**config.mk**
```make
export PLATFORM = sky130hd
export DESIGN_NAME = gsim_result_writer
export DESIGN_NICKNAME = d
export VERILOG_FILES = /design/src/logic/gsim_pkg.sv /design/src/logic/gsim_result_writer.sv
export SDC_FILE = /design/constraint.sdc
export NUM_CORES = 1
export LEC_CHECK = 0
export BUFFER_PORTS_ARGS = -buffer_cell sky130_fd_sc_hd__clkbuf_2
export CORE_AREA = 4 4 219 221
export DETAILED_ROUTE_END_ITERATION = 8
export DIE_AREA = 0 0 223 225
export PLACE_DENSITY_LB_ADDON = 0.1
export SYNTH_ARGS = -nofsm -noshare
export SYNTH_HDL_FRONTEND = slang
export SYNTH_SLANG_ARGS = --single-unit
```
**constraint.sdc**
```tcl
create_clock -name i_clk -period 3.44 [get_ports i_clk]
set_clock_uncertainty 0.1 [all_clocks]
set_input_delay 0.344 -clock i_clk [delete_from_list [all_inputs] [get_ports i_clk]]
set_output_delay 0.344 -clock i_clk [all_outputs]
set_load 0.03 [all_outputs]
```
**src/logic/gsim_pkg.sv**
```systemverilog
// gsim shared types: fixed-point formats, memory word layout, block interfaces
`default_nettype none

package gsim_pkg;

	// --------------------
	// problem geometry and number formats
	localparam int N_UNK        = 16;   // unknowns per system, also lanes per word
	localparam int ROWS_PER_MAT = 17;   // 16 rows of A then b
	localparam int RECIP_FRAC   = 14;   // 1/a_ii is Q2.14
	localparam int X_FRAC       = 16;   // x is Q16.16

	typedef logic signed [15:0] coef_t;
	typedef logic signed [31:0] fix_t;
	typedef logic signed [47:0] acc_t;   // row sum and scaled result

	typedef coef_t [N_UNK-1:0] row_word_t;   // lane j = column j
	typedef fix_t  [N_UNK-1:0] x_vec_t;

	typedef logic [9:0] mem_addr_t;
	typedef logic [8:0] x_addr_t;
	typedef logic [3:0] row_idx_t;
	typedef logic [4:0] mat_idx_t;

	localparam fix_t FIX_MAX = 32'sh7FFF_FFFF;
	localparam fix_t FIX_MIN = 32'sh8000_0000;

	// --------------------
	// block interfaces
	typedef struct packed {
		logic      valid;
		mem_addr_t addr;
	} mem_req_t;

	typedef struct packed {
		logic      valid;
		logic      is_b;   // word 16 of the matrix
		row_idx_t  row;
		row_word_t word;
	} row_beat_t;

	typedef struct packed {
		logic    wen;
		x_addr_t addr;
		fix_t    data;
	} x_write_t;

	typedef enum logic [2:0] {IDLE, LOAD_B, SWEEP, WRITE, FINISH} gs_state_e;

	// clamp a wide value into Q16.16 range
	function automatic fix_t sat32(input acc_t v);
		fix_t r;
		if (v > acc_t'(FIX_MAX)) r = FIX_MAX;
		else if (v < acc_t'(FIX_MIN)) r = FIX_MIN;
		else r = fix_t'(v);
		return r;
	endfunction

endpackage

`default_nettype wire

```
**src/logic/gsim_result_writer.sv**
```systemverilog
// gsim result writer: streams the 16 solved values of one matrix to the result port
`default_nettype none

module gsim_result_writer (
	input  wire                     i_clk,
	input  wire                     i_reset,
	input  wire                     i_start,
	input  wire gsim_pkg::mat_idx_t i_mat,
	input  wire gsim_pkg::x_vec_t   i_x,
	output gsim_pkg::x_write_t      o_write,
	output logic                    o_write_done
);
	import gsim_pkg::*;

	logic     active_r;
	row_idx_t idx_r;
	mat_idx_t mat_r;
	logic     wen_r;
	logic     done_r;
	x_addr_t  addr_r;
	fix_t     data_r;

	row_idx_t wr_idx;
	mat_idx_t wr_mat;
	logic     step;

	assign step   = i_start || active_r;
	assign wr_idx = i_start ? '0 : idx_r;
	assign wr_mat = i_start ? i_mat : mat_r;

	always_ff @(posedge i_clk or posedge i_reset) begin
		if (i_reset) begin
			active_r <= 1'b0;
			idx_r    <= '0;
			wen_r    <= 1'b0;
			done_r   <= 1'b0;
		end else begin
			wen_r    <= step;
			done_r   <= active_r && !i_start && (idx_r == 4'd15);   // with the last write
			active_r <= i_start || (active_r && idx_r != 4'd15);
			if (step) idx_r <= wr_idx + 1'b1;
		end
	end

	always_ff @(posedge i_clk) begin
		if (i_start) mat_r <= i_mat;
		if (step) begin
			addr_r <= {wr_mat, wr_idx};   // 16 * matrix + index
			data_r <= i_x[wr_idx];
		end
	end

	assign o_write      = '{wen: wen_r, addr: addr_r, data: data_r};
	assign o_write_done = done_r;

endmodule

`default_nettype wire

```
==> results.json <==
{
  "dr.pass1.iters": 4,
  "antenna_found_initial": 3,
  "synth_top_cell_area_share": 0.193,
  "synth-async-reset-ratio": 0.132,
  "layout-drive-gt1-share": 0.535,
  "final-setup-viol-count": 0,
  "fmax_mhz": 392,
  "ys_warn_count": 0,
  "p_int_mw": 1.84,
  "min_path_type": "input port to flip-flop",
  "critPathKind": "flip-flop to flip-flop",
  "tns_ps": 0,
  "gp_congestion": 0.853,
  "die_area_sq_mm": 0.0502,
  "post_cts_resize_count": 0,
  "cp-end-kind": "flip-flop",
  "core-area_sq_mm": 0.0462,
  "drc": 0,
  "vias_per_cell": 4.42,
  "cts.htree.levels": 2,
  "slowest_stage": "and2_2",
  "syn_inst": 747,
  "fillers": 5237,
  "syn_avg_cell_area_sq_um": 8.89,
  "hold_path_end": "mat_r[2]$_DFF_P_",
  "combPwrFrac": 0.520,
  "clk_latency_ps": 340,
  "io_pins": 563,
  "final_util": 0.221,
  "start_util": 0.144,
  "rsz0062_at_grt": "no",
  "seq_area_frac_synth": 0.227,
  "finalCritPeriodShare": 0.742,
  "clock-sinks": 53,
  "wl_met2_microns": 21500,
  "slew_violations": 0,
  "std_cell_rows": 79,
  "drtIter0Drc": 398,
  "grtUsageTotal": 0.157,
  "rr_endpoint": "data_r[22]$_DFFE_PP_",
  "fin_crit_ps": 2550,
  "nets": 1775,
  "r2r_cells": 4,
  "die_h_microns": 225,
  "grt_max_degree": 82,
  "netlist_area_sq_mm": 0.00664,
  "crit_family": "simple AND/OR/NAND/NOR gates",
  "cts_setup_buffers": 0,
  "relSlewSlack": 0.351,
  "final_area_sq_mm": 0.0102,
  "via_count": 8234,
  "power_density_mw_per_mm2": 316,
  "holdBufCountCts": 1,
  "p_seq_frac": 0.285,
  "synth_cell_type_count": 37,
  "worst_slew_pin_slew_ps": 973,
  "syn2layout_area_growth_pct": 53.7,
  "die_w_microns": 223,
  "overflow": 0,
  "swShare": 0.431,
  "met1_length_microns": 16900,
  "p_clk_frac": 0.195,
  "cts_buffers": 5,
  "grt_pass1_vias": 9016,
  "top_layer_used": "met5",
  "hold_violations": 0,
  "route.met3.wl_microns": 2520,
  "critPathArrivalTime_ps": 2640,
  "cts-root-buf": "clkbuf_16",
  "synth_area_leaders": "mux2i_1, edfxtp_1, a21oi_1, o211ai_1, mux2_2",
  "cts_tree": "done",
  "hold_ws_ps": 159,
  "slowest_delay_ps": 830,
  "cp_max_fo": 32,
  "status": "complete, no violations",
  "postRouteAntennaNets": 0,
  "synth-edff-count": 41,
  "worstHoldStart": "i_mat[2]",
  "clkTransAtPathRegs_ps": 100,
  "io_buffers": 562,
  "post_drt_wl_per_cell_microns": 22.3,
  "critPathLaunchType": "flip-flop",
  "ys_ff_latch": 53,
  "maxCapViolCount": 0,
  "crit_chain": "nor2b_1 > and2_2 > a21oi_1 > a211oi_2",
  "p_leak_nw": 4.77,
  "reg2reg_from": "idx_r[3]$_DFFE_PP0P_",
  "hold_depth": 2,
  "setup_ws_ps": 888,
  "yosys-top-cells-count": "mux2i_1, a21oi_1, nand3_1, o211ai_1, edfxtp_1",
  "cts_max_path_buffers": 2,
  "cp_num_buf_inv": 0,
  "vdd_drop_max_mv": 0.197,
  "wl_microns": 41500,
  "required_ps": 3530,
  "synth_top_area_cell": "mux2i_1",
  "synth.most_common_cell": "mux2i_1",
  "synth_ff_type": "edfxtp_1",
  "dp_slack_ps": 831,
  "dp_hpwl_microns": 33300,
  "ff2ff_setup_slack_ps": 890,
  "place_area_sq_mm": 0.0100,
  "power.switching_mw": 1.39,
  "grt_pass1_wl_microns": 59000,
  "postSynthNetCount": 1268
}
==> worst register-to-register path: cells and delay by family (launching register included) <==
kind / cells / cell delay [ps]
flip-flops: 1 / 740
AND/OR/NAND/NOR: 2 / 1110
AO/OA/AOI/OAI: 2 / 450
==> kinds of logic (layout without fill, tap and decap cells) <==
logic type	Yosys count	after routing	share of synthesized area
flip-flops	53	53	0.227
AND/OR/NAND/NOR	110	110	0.0938
XOR/XNOR	3	3	0.00396
multiplexers	166	166	0.257
other	0	1	0
buffers and inverters	92	600	0.0736
AO/OA/AOI/OAI	322	322	0.343
adder cells (fa/ha/maj)	1	1	0.00188
==> per-layer routing <==
metal,vias to the layer above,GRT usage
met2,312,0.291
met1,3870,0.185
li1,4021,-
met4,4,0.0314
met5,-,0
met3,27,0.0396
==> flip-flops by register name, summed over array words and instances, names as in the netlist <==
register and count:
active_r 1, addr_r 9, data_r 32, idx_r 4, mat_r 5, o_write_done 1, wen_r 1
==> worst max path at each step <==
stage                                     from                   end  slack, ps  cells past startpoint
final                     idx_r[3]$_DFFE_PP0P_  data_r[22]$_DFFE_PP_        890                      4
after global placement                 i_start   data_r[9]$_DFFE_PP_        890                      6
after global routing      idx_r[3]$_DFFE_PP0P_   data_r[1]$_DFFE_PP_        640                      4
after floorplan                        i_start  idx_r[2]$_DFFE_PP0P_       1370                      6
after detailed placement               i_start  data_r[15]$_DFFE_PP_        830                      6
after CTS                 idx_r[3]$_DFFE_PP0P_  data_r[22]$_DFFE_PP_        810                      4
==> layout make-up <==
type	instances	area (sq um)	share of cell area
repair buffers	588	3100	0.304
multi-input cells	602	4670	0.457
flip-flops and latches	53	1520	0.148
well taps	607	759	0.0744
inverters	4	15.0	0.00147
clock buffers	5	125	0.0123
clock inverters	3	23.8	0.00233
diodes	1	2.50	0.000245
==> through the flow <==
| step | power, mW | instances |
|---|---|---|
| detailed placement | 2.64 | 1853 |
| floorplan | 1.93 | 747 |
| global placement | 2.64 | 1853 |
| finish | 3.23 | 1863 |
| CTS | 3.32 | 1862 |
| global route | 3.45 | 1863 |
==> power by group through the flow <==
stage	logic (mW)	registers (mW)	clock network, mW
after floorplan	0.837	1.09	0
final	1.68	0.920	0.631
after detailed placement	1.71	0.938	0
after global routing	1.82	0.937	0.696
after global placement	1.71	0.935	0
after CTS	1.71	0.926	0.686
==> placed cells by master (no fill, tap or decap), drive strengths merged <==
cell type	instances
nand2b	35
o21ai	32
o211ai	62
o221ai	32
inv	7
a21oi	96
a31oi	1
clkbuf	566
dfxtp	5
buf	26
edfxtp	41
dfrtp	7
mux2	38
nand3	63
xor2	1
a21bo	1
mux2i	128
or3b	1
nor3b	3
xnor2	2
a211oi	31
ha	1
nor2	2
a211o	1
diode	1
o22a	32
o22ai	32
and2	2
o2bb2ai	2
and3b	1
nand2	1
nor2b	2
dlygate4sd3	1
Power figures use the tool's default switching activity.
