## src/logic/gsim_pkg.sv

```systemverilog
// gsim shared types: fixed-point formats, memory word layout, block interfaces
`default_nettype none

package gsim_pkg;

	// --------------------
	// problem geometry and number formats
	localparam int N_UNK        = 16;   // unknowns per system, also lanes per word
	localparam int ROWS_PER_MAT = 17;   // 16 rows of A then b
	localparam int RECIP_FRAC   = 14;   // 1/a_ii is Q2.14
	localparam int X_FRAC       = 16;   // x is Q16.16

	typedef logic signed [15:0] coef_t;
	typedef logic signed [31:0] fix_t;
	typedef logic signed [47:0] acc_t;   // row sum and scaled result

	typedef coef_t [N_UNK-1:0] row_word_t;   // lane j = column j
	typedef fix_t  [N_UNK-1:0] x_vec_t;

	typedef logic [9:0] mem_addr_t;
	typedef logic [8:0] x_addr_t;
	typedef logic [3:0] row_idx_t;
	typedef logic [4:0] mat_idx_t;

	localparam fix_t FIX_MAX = 32'sh7FFF_FFFF;
	localparam fix_t FIX_MIN = 32'sh8000_0000;

	// --------------------
	// block interfaces
	typedef struct packed {
		logic      valid;
		mem_addr_t addr;
	} mem_req_t;

	typedef struct packed {
		logic      valid;
		logic      is_b;   // word 16 of the matrix
		row_idx_t  row;
		row_word_t word;
	} row_beat_t;

	typedef struct packed {
		logic    wen;
		x_addr_t addr;
		fix_t    data;
	} x_write_t;

	typedef enum logic [2:0] {IDLE, LOAD_B, SWEEP, WRITE, FINISH} gs_state_e;

	// clamp a wide value into Q16.16 range
	function automatic fix_t sat32(input acc_t v);
		fix_t r;
		if (v > acc_t'(FIX_MAX)) r = FIX_MAX;
		else if (v < acc_t'(FIX_MIN)) r = FIX_MIN;
		else r = fix_t'(v);
		return r;
	endfunction

endpackage

`default_nettype wire

```

## src/logic/gsim_mem_reader.sv

```systemverilog
// gsim memory reader: one outstanding read, returned word delivered as a tagged row beat
`default_nettype none

module gsim_mem_reader (
	input  wire                     i_clk,
	input  wire                     i_reset,
	input  wire gsim_pkg::mem_req_t i_req,
	output logic                    o_busy,
	output logic                    o_mem_rreq,
	output gsim_pkg::mem_addr_t     o_mem_addr,
	input  wire                     i_mem_rrdy,
	input  wire gsim_pkg::row_word_t i_mem_dout,
	input  wire                     i_mem_dout_vld,
	output gsim_pkg::row_beat_t     o_beat
);
	import gsim_pkg::*;

	localparam int N_MAT = 2 ** $bits(mat_idx_t);

	typedef enum logic [1:0] {RD_IDLE, RD_REQ, RD_WAIT} rd_state_e;

	rd_state_e rd_state;
	mem_addr_t addr_r;
	mem_addr_t mat_base;
	mem_addr_t offset;   // word position inside the matrix, 0..16
	row_word_t word_r;
	logic      beat_vld;

	always_ff @(posedge i_clk or posedge i_reset) begin
		if (i_reset) begin
			rd_state <= RD_IDLE;
			beat_vld <= 1'b0;
		end else begin
			beat_vld <= 1'b0;
			case (rd_state)
				RD_IDLE: if (i_req.valid) rd_state <= RD_REQ;
				RD_REQ:  if (i_mem_rrdy) rd_state <= RD_WAIT;   // request taken
				RD_WAIT: begin
					if (i_mem_dout_vld) begin
						rd_state <= RD_IDLE;
						beat_vld <= 1'b1;
					end
				end
				default: rd_state <= RD_IDLE;
			endcase
		end
	end

	always_ff @(posedge i_clk) begin
		if (rd_state == RD_IDLE && i_req.valid) addr_r <= i_req.addr;
		if (rd_state == RD_WAIT && i_mem_dout_vld) word_r <= i_mem_dout;
	end

	// largest matrix base not above the address
	always_comb begin
		mat_base = '0;
		for (int k = 1; k < N_MAT; k++) begin
			if (addr_r >= mem_addr_t'(ROWS_PER_MAT * k)) begin
				mat_base = mem_addr_t'(ROWS_PER_MAT * k);
			end
		end
		offset = addr_r - mat_base;
	end

	assign o_busy     = (rd_state != RD_IDLE);
	assign o_mem_rreq = (rd_state == RD_REQ);
	assign o_mem_addr = addr_r;
	assign o_beat     = '{valid: beat_vld, is_b: (offset == mem_addr_t'(N_UNK)),
		row: row_idx_t'(offset), word: word_r};

	a_addr_hold: assert property (@(posedge i_clk) disable iff (i_reset)
		o_mem_rreq && !i_mem_rrdy |=> o_mem_rreq && $stable(o_mem_addr));

	a_no_stray_data: assert property (@(posedge i_clk) disable iff (i_reset)
		i_mem_dout_vld |-> rd_state == RD_WAIT);

endmodule

`default_nettype wire

```

## config.mk

```make
export PLATFORM = sky130hd
export DESIGN_NAME = gsim_mem_reader
export DESIGN_NICKNAME = d
export VERILOG_FILES = /design/src/logic/gsim_pkg.sv /design/src/logic/gsim_mem_reader.sv
export SDC_FILE = /design/constraint.sdc
export NUM_CORES = 1
export LEC_CHECK = 0
export BUFFER_PORTS_ARGS = -buffer_cell sky130_fd_sc_hd__buf_4
export CAP_MARGIN = 30
export CORE_AREA = 4 4 208 210
export DETAILED_ROUTE_END_ITERATION = 12
export DIE_AREA = 0 0 212 214
export SLEW_MARGIN = 20
export SYNTH_ARGS = -nofsm -noshare
export SYNTH_HDL_FRONTEND = slang
export SYNTH_SLANG_ARGS = --single-unit
```

## constraint.sdc

```tcl
create_clock -name i_clk -period 13.5 [get_ports i_clk]
set_input_delay 2.7 -clock i_clk [delete_from_list [all_inputs] [get_ports i_clk]]
set_output_delay 2.7 -clock i_clk [all_outputs]
set_load 0.005 [all_outputs]
```

==> results <==
- In the routed design, unresolved DRC markers number 0.
- The distinct cell type count after synthesis is a little over 60.
- For the worst setup path, the data required time is 10.80 ns.
- The cell area after technology mapping is about 9500 sq um.
- Yosys printed 0 warnings.
- The number of cells traversed by the worst hold path is 2.
- Across the run, the number of max-cap violations was 0.
- The post-detailed-route via-to-cell ratio is 4.20.
- The synthesized area divided by synthesized cell count is 19.2 sq um.
- Entering global routing, the biggest net connects 73 pins.
- The routability congestion estimate from global placement is 0.873.
- In this run the vertical extent of the chip is 214 microns.
- The slowest stage of the critical path is the edfxtp_1 cell.
- The origin of the worst setup path is o_mem_addr[5]$_DFFE_PP_.
- The clock tree root buffer cell is clkbuf_16.
- Setup violations remaining at the end of the flow were counted as 0.
- The post-synthesis cell count is between 400 and 500.
- The clock latency on the worst-skew pair is 0.60 ns.
- The power density over the cells is 160 nW/um^2.
- The combined buffer and inverter count along the critical path is 3.
- The proportion of synthesized flip-flops having asynchronous set or reset is 1.12%.
- In this run the critical register-to-register path is captured at o_beat[229]$_DFFE_PP_.
- From synthesis to final layout, the design area changed by 60.8%.
- The proportion of layout cells with a drive suffix above 1 is 55.7%.
- Global routing used 14.9% of the available tracks.
- Once the floorplan was initialized, standard cells occupied 22.8% of the core.
- In this run, the number of DRC markers left after iteration 0 of detailed routing was 430.
- The count of final hold-check violations is 0.
- The start-to-end type of the worst setup path is reg -> out.
- The data arrival time at the worst-slack endpoint is 5.02 ns.
- The maximum clock frequency is 130 MHz.
- The number of flip-flops and latches in the synthesized netlist is 269.
- In this run the post-CTS setup repair buffer count came out at 0.
- The floorplan die area is 45400 sq um.
- The number of nets in the synthesized netlist is 775.
- The number of enable flip-flop cells after synthesis is 266.
- The share of synthesized area occupied by flip-flops and latches is around 85%.
- Setup repair after global routing left no endpoint under its margin.
- Across the VDD grid, the largest voltage drop is 0.114 mV.
- In this run the static leakage power is approximately 6 nW.
- The initialized floorplan defines 75 standard-cell rows.
- Walking the worst path, the cells encountered are inv_2 > nor4b_1 > a21oi_1 > a21oi_1 > o21ai_0 > a221o_1 > ha_1 > inv_1 > fa_1 > a2111oi_0 > nand2_1 > nor4_1 > o221a_2 > buf_4.
- The wire-length estimate of the detail-placed layout is 28200 microns.
- STA classifies the critical path endpoint as a primary output.
- The setup check on the worst reg-to-reg path leaves a slack of 10.41 ns.
- The transition at the pin with the smallest max-transition slack is 0.935 ns.
- The detailed router used layers up to and including met5.
- The startpoint identified for the worst register-to-register timing path is rd_state[0]$_DFFE_PP0P_.
- Adding up every negative setup slack in the final design gives 0 ns.
- STA classifies the critical path startpoint as a register.
- The library cell used most frequently in the layout, excluding fill and tap cells, is buf_4.
- The clock-pin slew on the worst setup and hold paths is 0.06 ns.
- The routed length per placed instance is 21.8 microns.
- The largest stage delay on the critical path is 0.90 ns.
- The largest fanout of any net on the critical path is 22.
- The sum of met3 wire segment lengths after detailed routing is between 3000 and 4000 microns.
- The count of input and output buffers is 544.
- The most used flip-flop cell after synthesis is edfxtp_1.
- The cell family with the largest share of critical-path delay is compound AO/OA/AOI/OAI gates.
- The top cell types in the final layout, fill and taps aside, are buf_4, edfxtp_1, clkbuf_16.
- The count of pins on the block boundary is 545.
- The final critical path time including I/O delays and setup is 7.72 ns.
- The number of nets still failing antenna checks after routing is 0.
- The end of the worst hold path is rd_state[1]$_DFFE_PP0P_.
- The chip width is 212 microns.
- The run finished with clean final reports.
- The worst register-to-register path has a depth of 6.
- The worst path uses 57.2% of the clock period.
- The sink count of the clock tree is around 270.
- Detailed routing inserted a total of 6818 vias.
- After the last flow step, the layout net total stands at 1341.
- The first-pass GRT wire length is 50200 microns.
- The clock tree skew after final layout is 0.0507 ns.
- TritonCTS built the clock tree.
- After clock tree synthesis, the repair step resized 0 gates.
- The TritonCTS buffer count is 30.
- Counting along the longest clock path gives a buffer depth of 3.
- Global routing finished with a remaining overflow of 0.
- In this run the worst hold path is classified as reg -> reg.
- The wire length after detailed routing is 35400 microns.
- Power comes to 2.44 mW.
- The met1 wire length is around 12000 microns.
- The core region is about 42000 sq um.
- Detailed routing placed a total of 18500 microns of wire on met2.
- The total count of max-transition violations in the final report was 0.
- The first-pass detailed-route iteration total is 4.
- The total of hold buffers inserted after clock tree synthesis is 0.
- The startpoint of the most critical hold path is rd_state[1]$_DFFE_PP0P_.
- The worst-case headroom to the max-slew limit is 37.6%.
- Counting stages on the worst path, the most repeated cell is a21oi_1.
- The number of antenna violations at the first check in global routing was 5.
- The H-tree level count is 1.
- The number of global-route vias before repair is 7214.
routing by layer:
layer | vias to the layer above | GRT usage, %
met2 | 336 | 26.2
met3 | 54 | 6.68
met1 | 3326 | 16.5
li1 | 3094 | -
met4 | 8 | 3.16
met5 | - | 0
Yosys cell counts (2+ instances only):
library cell	n	area [sq um]
nor3_1	11	55.1
nand4bb_1	2	22.5
a221oi_1	3	26.3
o31ai_1	4	30.0
o41ai_1	3	26.3
inv_1	10	37.5
o21bai_1	2	15.0
o311a_1	2	20.0
ha_1	9	113
a21o_1	6	45.0
a31oi_1	5	31.3
o21ai_0	18	90.1
a21oi_1	20	100
a21boi_0	3	22.5
nor4b_1	2	17.5
o211ai_1	2	15.0
edfxtp_1	266	7990
nor4_1	3	18.8
nor2b_1	4	25.0
and3_1	2	12.5
xnor2_1	2	17.5
buf_2	9	45.0
nor2_1	25	93.8
o21a_1	4	30.0
dfrtp_1	3	75.1
a221o_1	2	20.0
nand3_1	3	15.0
a2111oi_0	3	26.3
o221a_2	2	22.5
clkbuf_1	2	7.51
nand2_1	24	90.1
and2_1	2	12.5
nand2b_1	5	31.3
buf_4	4	30.0
cell families (layout without fill, tap and decap cells):
kind of cell	Yosys count	count (layout)	share of synthesized area, %
buf+inv	27	617	1.43
flops	269	269	85.2
mux	1	1	0.106
xor+xnor	3	3	0.278
compound gates	91	91	6.59
other cells	0	2	0
fa+ha+maj	10	10	1.40
simple gates	93	93	4.99
registers in the layout, indices dropped and copies added, names as in the netlist:
name / count
beat_vld: 1
o_beat: 256
o_mem_addr: 10
rd_state: 2
cell type report:
class                   instances  area (sq um)
diodes                          2          5.00
clock buffers                  39           795
clock inverters                17           213
fillers                      3926         26400
inverters                      11          41.3
multi-input cells             198          1270
flip-flops and latches        269          8060
well taps                     539           674
repair buffers                550          4150
power by group:
group / switching, mW / internal (mW)
combinational: 0.255 / 0.239
clock: 0.339 / 0.492
sequential: 0.0631 / 1.05
total: 0.657 / 1.78
per-stage QoR:
step / std cells / utilization (%) / hold WS [ns] / worst slack [ns] / cell area (sq um)
floorplan: 494 / - / 0.557 / 3.53 / 9460
global placement: 1565 / 34.1 / 0.571 / 6.54 / 14200
detailed placement: 1566 / 34.1 / 0.605 / 6.46 / 14200
CTS: 1622 / 36.6 / 0.613 / 5.84 / 15200
global route: 1624 / 36.6 / 0.679 / 5.44 / 15200
finish: 1625 / 36.6 / 0.612 / 5.78 / 15200
worst max path at each step:
stage,slack [ns],depth (start not counted),to
2_1_floorplan,3.53,2,beat_vld$_DFF_PP0_
3_3_place_gp,6.54,14,o_beat[260]
3_5_place_dp,6.46,14,o_beat[260]
4_1_cts,5.84,14,o_beat[260]
5_1_grt,5.44,14,o_beat[260]
6_report,5.78,14,o_beat[260]
worst min-delay path: cells and delay by family (launching register included):
kind,cells,cell delay [ns]
and+or+nand+nor,1,0.08
AOI/OAI and AO/OA,1,0.13
DFF,1,0.36
Note: power is estimated with default switching activity, not from simulation.
