### src/logic/gsim_pkg.sv
// gsim shared types: fixed-point formats, memory word layout, block interfaces
`default_nettype none

package gsim_pkg;

	// --------------------
	// problem geometry and number formats
	localparam int N_UNK        = 16;   // unknowns per system, also lanes per word
	localparam int ROWS_PER_MAT = 17;   // 16 rows of A then b
	localparam int RECIP_FRAC   = 14;   // 1/a_ii is Q2.14
	localparam int X_FRAC       = 16;   // x is Q16.16

	typedef logic signed [15:0] coef_t;
	typedef logic signed [31:0] fix_t;
	typedef logic signed [47:0] acc_t;   // row sum and scaled result

	typedef coef_t [N_UNK-1:0] row_word_t;   // lane j = column j
	typedef fix_t  [N_UNK-1:0] x_vec_t;

	typedef logic [9:0] mem_addr_t;
	typedef logic [8:0] x_addr_t;
	typedef logic [3:0] row_idx_t;
	typedef logic [4:0] mat_idx_t;

	localparam fix_t FIX_MAX = 32'sh7FFF_FFFF;
	localparam fix_t FIX_MIN = 32'sh8000_0000;

	// --------------------
	// block interfaces
	typedef struct packed {
		logic      valid;
		mem_addr_t addr;
	} mem_req_t;

	typedef struct packed {
		logic      valid;
		logic      is_b;   // word 16 of the matrix
		row_idx_t  row;
		row_word_t word;
	} row_beat_t;

	typedef struct packed {
		logic    wen;
		x_addr_t addr;
		fix_t    data;
	} x_write_t;

	typedef enum logic [2:0] {IDLE, LOAD_B, SWEEP, WRITE, FINISH} gs_state_e;

	// clamp a wide value into Q16.16 range
	function automatic fix_t sat32(input acc_t v);
		fix_t r;
		if (v > acc_t'(FIX_MAX)) r = FIX_MAX;
		else if (v < acc_t'(FIX_MIN)) r = FIX_MIN;
		else r = fix_t'(v);
		return r;
	endfunction

endpackage

`default_nettype wire

### src/logic/gsim_sequencer.sv
// gsim sequencer: FSM and matrix, sweep and row counters ordering reads, updates and writes
`default_nettype none

module gsim_sequencer #(
	parameter int MAX_ITER = 16
) (
	input  wire                      i_clk,
	input  wire                      i_reset,
	input  wire                      i_module_en,
	input  wire gsim_pkg::mat_idx_t  i_matrix_num,
	input  wire gsim_pkg::row_beat_t i_beat,
	input  wire                      i_reader_busy,
	input  wire                      i_sweep_stable,
	input  wire                      i_write_done,
	output gsim_pkg::mem_req_t       o_req,
	output logic                     o_write_start,
	output gsim_pkg::mat_idx_t       o_write_mat,
	output logic                     o_proc_done
);
	import gsim_pkg::*;

	localparam int SW_W = $clog2(MAX_ITER + 1);

	gs_state_e       state_r;
	mat_idx_t        mat_r;
	row_idx_t        row_r;     // next row to read
	logic [SW_W-1:0] sweep_r;   // sweeps started on this matrix
	logic            issue_r;   // a read is owed to the reader
	logic            eval_r;    // row 15 done, stability flag valid now

	mem_addr_t mat_base;
	mem_addr_t req_addr;
	logic      stop_now;
	logic      req_go;

	assign mat_base = (mem_addr_t'(mat_r) << 4) + mem_addr_t'(mat_r);   // 17 * matrix
	assign req_addr = mat_base + ((state_r == LOAD_B) ? mem_addr_t'(ROWS_PER_MAT - 1)
		: mem_addr_t'(row_r));

	assign stop_now = i_sweep_stable || (sweep_r == SW_W'(MAX_ITER));
	// the next sweep's row 0 goes out in the same cycle as the decision
	assign req_go   = (issue_r || (eval_r && !stop_now)) && !i_reader_busy;

	assign o_req         = '{valid: req_go, addr: req_addr};
	assign o_write_start = eval_r && stop_now;
	assign o_write_mat   = mat_r;
	assign o_proc_done   = (state_r == FINISH);

	// --------------------
	// FSM
	always_ff @(posedge i_clk or posedge i_reset) begin
		if (i_reset) begin
			state_r <= IDLE;
			mat_r   <= '0;
			row_r   <= '0;
			sweep_r <= '0;
			issue_r <= 1'b0;
			eval_r  <= 1'b0;
		end else begin
			eval_r <= 1'b0;
			if (req_go) issue_r <= 1'b0;
			case (state_r)
				IDLE: begin
					if (i_module_en) begin
						state_r <= LOAD_B;
						mat_r   <= '0;
						issue_r <= 1'b1;
					end
				end
				LOAD_B: begin
					if (i_beat.valid && i_beat.is_b) begin
						state_r <= SWEEP;
						row_r   <= '0;
						sweep_r <= SW_W'(1);
						issue_r <= 1'b1;
					end
				end
				SWEEP: begin
					if (eval_r) begin
						if (stop_now) begin
							state_r <= WRITE;
						end else begin
							sweep_r <= sweep_r + 1'b1;
							issue_r <= i_reader_busy;   // retry if not taken
						end
					end else if (i_beat.valid && !i_beat.is_b) begin
						row_r <= i_beat.row + 1'b1;   // wraps to 0 after row 15
						if (i_beat.row == 4'd15) eval_r <= 1'b1;
						else issue_r <= 1'b1;
					end
				end
				WRITE: begin
					if (i_write_done) begin
						if (mat_r == i_matrix_num - 5'd1) begin
							state_r <= FINISH;
						end else begin
							mat_r   <= mat_r + 1'b1;
							state_r <= LOAD_B;
							issue_r <= 1'b1;
						end
					end
				end
				FINISH: if (!i_module_en) state_r <= IDLE;
				default: state_r <= IDLE;
			endcase
		end
	end

	a_sweep_limit: assert property (@(posedge i_clk) disable iff (i_reset)
		sweep_r <= SW_W'(MAX_ITER));

endmodule

`default_nettype wire

### config.mk
export PLATFORM = sky130hd
export DESIGN_NAME = gsim_sequencer
export DESIGN_NICKNAME = d
export VERILOG_FILES = /design/src/logic/gsim_pkg.sv /design/src/logic/gsim_sequencer.sv
export SDC_FILE = /design/constraint.sdc
export NUM_CORES = 1
export LEC_CHECK = 0
export ABC_AREA = 1
export ABC_CLOCK_PERIOD_IN_PS = 5000
export BUFFER_PORTS_ARGS = -buffer_cell sky130_fd_sc_hd__buf_2
export CORE_AREA = 4 4 110 112
export CTS_BUF_LIST = sky130_fd_sc_hd__clkbuf_8
export DETAILED_ROUTE_END_ITERATION = 10
export DIE_AREA = 0 0 114 116
export GPL_TIMING_DRIVEN = 0
export HOLD_SLACK_MARGIN = 0.05
export MAX_ROUTING_LAYER = met4
export PLACE_DENSITY = 0.54
export SLEW_MARGIN = 20
export SYNTH_ARGS = -nofsm -noshare
export SYNTH_HDL_FRONTEND = slang
export SYNTH_SLANG_ARGS = --single-unit
### constraint.sdc
create_clock -name i_clk -period 5 [get_ports i_clk]
set_input_delay 1 -clock i_clk [delete_from_list [all_inputs] [get_ports i_clk]]
set_output_delay 1 -clock i_clk [all_outputs]
set_load 0.05 [all_outputs]
==> impl_metrics.tcl, run 1 <==
set metrics [dict create \
    syn-cell-area_um2 1750 \
    setup.worst_path.start "state_r[1]$_DFFE_PP0P_" \
    critical_path.endpoint_type "output pin" \
    cts_made_buffers 3 \
    synth.lib_cells_used.distinct 29 \
    starting_density_of_the_core 0.156 \
    wl_per_cell_um 9.93 \
    final_nets 576 \
    syn_inst 248 \
    post_synthesis_register_bit_count 19 \
    max_cap_violations 0 \
    mean_instance_size_in_the_synthesized_netlist_um2 7.07 \
    synth.top_cells.by_count "64 x nand2_1, 34 x inv_1, 26 x nor2_1" \
    postPlaceCellArea_um2 2100 \
    clock_pin_transition_on_the_worst_setup_and_hold_timing_paths_ns 0.08 \
    grt_first_pass_wirelength_um 7130 \
    outcome "finished clean" \
    post-route-drc-count 0 \
    finalHoldViolations 0 \
    hp-start "eval_r$_DFF_PP0_" \
    synth.most_common_cell "nand2_1" \
    synth_nets 537 \
    timing.critical_path.depth 13 \
    htree_num_levels 1 \
    ratio_of_cells_with_drive_above_1_in_the_final_layout 0.224 \
    power.density_nw_per_um2 416 \
    cellLeakagePower_nw 1.17 \
    cts_num_sinks 19 \
    chipWidth_um 114 \
    cpMaxStageDelayCell "dfrtp_1" \
    ff2ff_path_depth 12 \
    critical_path_required_ns 4.00 \
    viasPerCell 3.65 \
    critical_path.top_delay_family "adder cells" \
    io_buffer_count 34 \
    pin_count_of_the_biggest_net_entering_global_routing 20 \
    rsz_0062_raised_after_global_routing "no" \
    total_power_consumption_mw 0.895 \
    crit_chain "nor2_2 > nand2_4 > inv_4 > nor2_1 > ha_1 > ha_1 > fa_1 > nand3_1 > nand3_1 > a21oi_1 > nor2_1 > xor2_1 > buf_2" \
    hold_class "register to register" \
    ys_async_sr_fraction 1.00 \
    buffer_depth_of_the_longest_clock_path 2 \
    cts_tree "done" \
    num_vias 1564 \
    floorplan.core_area_um2 11200 \
    yosys_warnings 0 \
    number_of_instances_on_the_worst_hold_path 1 \
    worst-endpoint-arrival_ns 3.13 \
    period_minus_slack_ns 4.13 \
    crit-reg2reg-capture "o_write_mat[3]$_DFFE_PP0P_" \
    drv_slew 0 \
    fin_skew_ns 0.00722 \
    core.rowCount 39 \
    grt_pass1_vias 1538 \
    post-dp-hpwl_um 3540 \
    drtAntennaViolNets 0 \
    clock_tree.root_cell "clkbuf_8" \
    holdBufCountCts 0 \
    final.setup.worst_slack_ns 0.872 \
    ys_dominant_reg_cell "dfrtp_1" \
    r2r_slack_ns 3.32 \
    detail_route.iter0.violations 39 \
    clk_latency_ns 0.26 \
    yosysSeqAreaShare 0.271 \
    dpl_worst_slack_ns 1.16 \
    cts_setup_buffers 0 \
    die_height_um 116 \
    r2r_start "o_write_mat[0]$_DFFE_PP0P_" \
    fraction_of_post_synthesis_cell_area_in_the_top_cell_type_by_area 0.271 \
    globalplace.congestion 0.846 \
    worstSetupStartpointType "register" \
    antenna_violations_before_repair 0 \
    grt.total_usage 0.0681 \
    cts-resized-gates 0 \
    num_antenna_cells 0 \
    timing.final.crit_share 0.826 \
    critical-path-max-stage-delay_ns 0.47 \
    overflow 0 \
    die-area_um2 13200 \
    max_clock_freq_mhz 242 \
    critical_path_buf_inv_count 2 \
    io_pins 291 \
    setup.worst_path.end "o_req[7]" \
    detail_route.wirelength_um 4260 \
    worst_pin_slew_ns 0.767 \
    firstDrtPassIters 4 \
    timing.setup.critical_path_class "register to output pin" \
    vdd.ir_drop.worst_v 0.000177 \
    layout-area-overhead-vs-synth_pct 22.7 \
    synthTopCellsByArea "dfrtp_1 27%, nand2_1 14%, ha_1 10%" \
    critPathMaxFanout 6 \
    synth_edf_count 0 \
    layout.filler_cells 1276 \
    relSlewSlack 0.488 \
    finalSetupViolCount 0 \
    fin_setup_tns_ns 0 \
    synth_top_area_cell "dfrtp_1" \
    finish.instance_area_um2 2150 \
]
## per-layer routing
metal | GRT usage | wire length (µm) | vias up
met5 | - | 0 | -
met1 | 0.0955 | 2270 | 673
met2 | 0.103 | 1810 | 38
met4 | 0.00950 | 25 | 0
li1 | - | - | 851
met3 | 0.0141 | 163 | 2
## stage by stage
| step | instances | utilization | hold WS (ns) |
|---|---|---|---|
| after global placement | 425 | 0.187 | 0.479 |
| final | 429 | 0.192 | 0.505 |
| after floorplan | 248 | - | 0.453 |
| after CTS | 429 | 0.192 | 0.504 |
| after global routing | 429 | 0.192 | 0.525 |
| after detailed placement | 425 | 0.187 | 0.486 |
## power breakdown
group	switching [mW]	internal, mW	leakage, nW
clock network	0.0553	0.0562	0.0217
registers	0.0393	0.190	0.254
logic	0.391	0.164	0.894
## sequential cells by signal, indices dropped and copies added, names as in the netlist
| signal | cells |
|---|---|
| o_write_mat | 5 |
| sweep_r | 5 |
| row_r | 4 |
| state_r | 3 |
| eval_r | 1 |
| issue_r | 1 |
## how the worst min path moves through the flow
stage / slack (ns) / to
global placement: 0.48 / eval_r$_DFF_PP0_
CTS: 0.50 / eval_r$_DFF_PP0_
floorplan: 0.45 / eval_r$_DFF_PP0_
detailed placement: 0.49 / eval_r$_DFF_PP0_
global route: 0.52 / eval_r$_DFF_PP0_
finish: 0.50 / eval_r$_DFF_PP0_
## cell type report
class / count / area [µm²] / share of cell area
inverters: 40 / 155 / 0.0721
flip-flops and latches: 19 / 475 / 0.221
multi-input cells: 185 / 1100 / 0.510
plain buffers: 4 / 25.0 / 0.0116
clock inverters: 1 / 7.51 / 0.00349
repair buffers: 34 / 170 / 0.0791
well taps: 143 / 179 / 0.0831
clock buffers: 3 / 41.3 / 0.0192
## cell families after synthesis
family | after synthesis | synth area share
XOR/XNOR | 12 | 0.0599
buffers and inverters | 44 | 0.103
AO/OA/AOI/OAI | 23 | 0.0835
AND/OR/NAND/NOR | 134 | 0.360
flip-flops | 19 | 0.271
adder cells (fa/ha/maj) | 16 | 0.123
## layout by cell type (no fill, tap or decap), drive strengths merged, types with 7 or more instances in the layout
cell    n
o21ai  14
xor2   11
nand2  72
nand3  26
a21oi   7
nor2   27
buf    38
inv    40
dfrtp  19
ha     14
Note: power is estimated with default switching activity, not from simulation.
==> inputs of run 2 (changes only) <==
--- a/config.mk
+++ b/config.mk
@@ -6,7 +6,7 @@
 export NUM_CORES = 1
 export LEC_CHECK = 0
 export ABC_AREA = 1
-export ABC_CLOCK_PERIOD_IN_PS = 5000
+export ABC_CLOCK_PERIOD_IN_PS = 3900
 export BUFFER_PORTS_ARGS = -buffer_cell sky130_fd_sc_hd__buf_2
 export CORE_AREA = 4 4 110 112
 export CTS_BUF_LIST = sky130_fd_sc_hd__clkbuf_8
==> constraint.sdc (replaced) <==
create_clock -name i_clk -period 3.9 [get_ports i_clk]
set_input_delay 0.78 -clock i_clk [delete_from_list [all_inputs] [get_ports i_clk]]
set_output_delay 0.78 -clock i_clk [all_outputs]
set_load 0.05 [all_outputs]
==> run 2 against run 1 <==
Register-to-register slack lost 1.1 ns. Sequential power rose by 29%. Non-clock buffer count unchanged. Combinational power increased by 29%. Highest routed layer unchanged. Via count increased by 1.7%.
==> impl_metrics.tcl, run 2 (synthesis gave the netlist of run 1 again) <==
set metrics [dict create \
    outcome "finished clean" \
    grt_pass1_vias 1538 \
    globalplace.congestion 0.846 \
    finalSetupViolCount 0 \
    critical_path.top_delay_family "adder cells" \
    period_minus_slack_ns 3.72 \
    critical_path_buf_inv_count 2 \
    cellLeakagePower_nw 1.17 \
    grt.total_usage 0.0681 \
    num_vias 1591 \
    layout_commonest_cell "nand2_1" \
    worst_pin_slew_ns 0.764 \
    ratio_of_cells_with_drive_above_1_in_the_final_layout 0.238 \
    critPathMaxFanout 6 \
    worstSetupStartpointType "register" \
    setup.worst_path.start "state_r[1]$_DFFE_PP0P_" \
    hold_class "register to register" \
    seqCellArea_um2 478 \
    clk_latency_ns 0.26 \
    cts_made_buffers 3 \
    final.setup.worst_slack_ns 0.182 \
    fin_skew_ns 0.00701 \
    clock_pin_transition_on_the_worst_setup_and_hold_timing_paths_ns 0.08 \
    die-area_um2 13200 \
    crit_chain "nor2_4 > nand2_4 > inv_4 > nor2_1 > ha_1 > ha_1 > fa_1 > nand3_1 > nand3_1 > a21oi_2 > nor2_1 > xor2_1 > buf_4" \
    chipWidth_um 114 \
    dpl_worst_slack_ns 0.275 \
    firstDrtPassIters 4 \
    io_buffer_count 34 \
    drtAntennaViolNets 0 \
    wl_per_cell_um 10.1 \
    holdBufCountCts 0 \
    core.rowCount 39 \
    starting_density_of_the_core 0.156 \
    pin_count_of_the_biggest_net_entering_global_routing 20 \
    max_clock_freq_mhz 269 \
    final_nets 576 \
    critical-path-max-stage-delay_ns 0.47 \
    htree_num_levels 1 \
    viasPerCell 3.71 \
    multi_input_logic_area_um2 1110 \
    worst-endpoint-arrival_ns 2.94 \
    num_antenna_cells 0 \
    layout-area-overhead-vs-synth_pct 24.0 \
    post-dp-hpwl_um 3540 \
    timing.setup.critical_path_class "register to output pin" \
    power.density_nw_per_um2 530 \
    finish.instance_area_um2 2170 \
    critical_path.endpoint_type "output pin" \
    timing.final.crit_share 0.953 \
    layout.filler_cells 1280 \
    clock_tree.root_cell "clkbuf_8" \
    layout_common_cells "64 x nand2_1, 34 x inv_1, 33 x buf_2" \
    r2r_start "o_write_mat[0]$_DFFE_PP0P_" \
    cpMaxStageDelayCell "dfrtp_2" \
    hp-start "eval_r$_DFF_PP0_" \
    detail_route.wirelength_um 4320 \
    floorplan.core_area_um2 11200 \
    grt_first_pass_wirelength_um 7130 \
    finalHoldViolations 0 \
    postPlaceCellArea_um2 2100 \
    critical_path_required_ns 3.12 \
    cts_tree "done" \
    post-route-drc-count 0 \
    drv_slew 0 \
    overflow 0 \
    detail_route.iter0.violations 51 \
    max_cap_violations 0 \
    io_pins 291 \
    die_height_um 116 \
    antenna_violations_before_repair 0 \
    vdd.ir_drop.worst_v 0.000234 \
    cts_num_sinks 19 \
    rsz_0062_raised_after_global_routing "no" \
    fin_setup_tns_ns 0 \
    buffer_depth_of_the_longest_clock_path 2 \
    relSlewSlack 0.490 \
    cts_setup_buffers 0 \
]
## run 2: worst register-to-register path, delay by kind of cell, from the launching register on
kind	cells	cell delay, ns
buffers and inverters	1	0.13
flip-flops	1	0.51
AND/OR/NAND/NOR	11	0.96
## run 2: timing repair
action | 4_1_cts | 5_1_grt
gates resized for setup | 1 | 7
setup endpoints to repair | 1 | 3
pin swaps | 0 | 1
gates cloned | 0 | 0
## run 2: cell type report
type                            count  share of cell area
Clock inverter                      1             0.00345
Clock buffer                        3              0.0190
Sequential cell                    19               0.220
Multi-Input combinational cell    185               0.511
Timing Repair Buffer               34              0.0817
Inverter                           40              0.0713
Buffer                              4              0.0115
Tap cell                          143              0.0823
## run 2: final timing paths
| check | depth (start not counted) | to | slack (ns) |
|---|---|---|---|
| setup reg to reg | 12 | o_write_mat[3]$_DFFE_PP0P_ | 2.22 |
| setup / recovery | 13 | o_req[7] | 0.18 |
| hold / removal | 1 | eval_r$_DFF_PP0_ | 0.51 |
| max in group asynchronous | 2 | state_r[2]$_DFFE_PP0P_ | 2.73 |
| min in group asynchronous | 2 | issue_r$_DFF_PP0_ | 0.64 |
| hold reg to reg | 1 | eval_r$_DFF_PP0_ | 0.51 |
## run 2: power breakdown
part | total [mW] | internal (mW) | switching (mW)
registers | 0.296 | 0.244 | 0.0519
logic | 0.714 | 0.211 | 0.503
clock network | 0.143 | 0.0721 | 0.0710
## run 2: per-layer routing
layer / up-vias / GRT usage / part of all wire
li1: 853 / - / -
met1: 691 / 0.0955 / 0.52
met2: 45 / 0.103 / 0.43
met3: 2 / 0.0141 / 0.040
met4: 0 / 0.00950 / 0.0058
met5: - / - / 0
## run 2: metrics by stage
step | total power [mW] | std cells | hold WS [ns] | util
after floorplan | 0.870 | 248 | 0.453 | -
after global placement | 1.01 | 425 | 0.479 | 0.187
after detailed placement | 1.01 | 425 | 0.486 | 0.187
after CTS | 1.16 | 429 | 0.504 | 0.192
after global routing | 1.26 | 429 | 0.525 | 0.194
final | 1.15 | 429 | 0.506 | 0.194
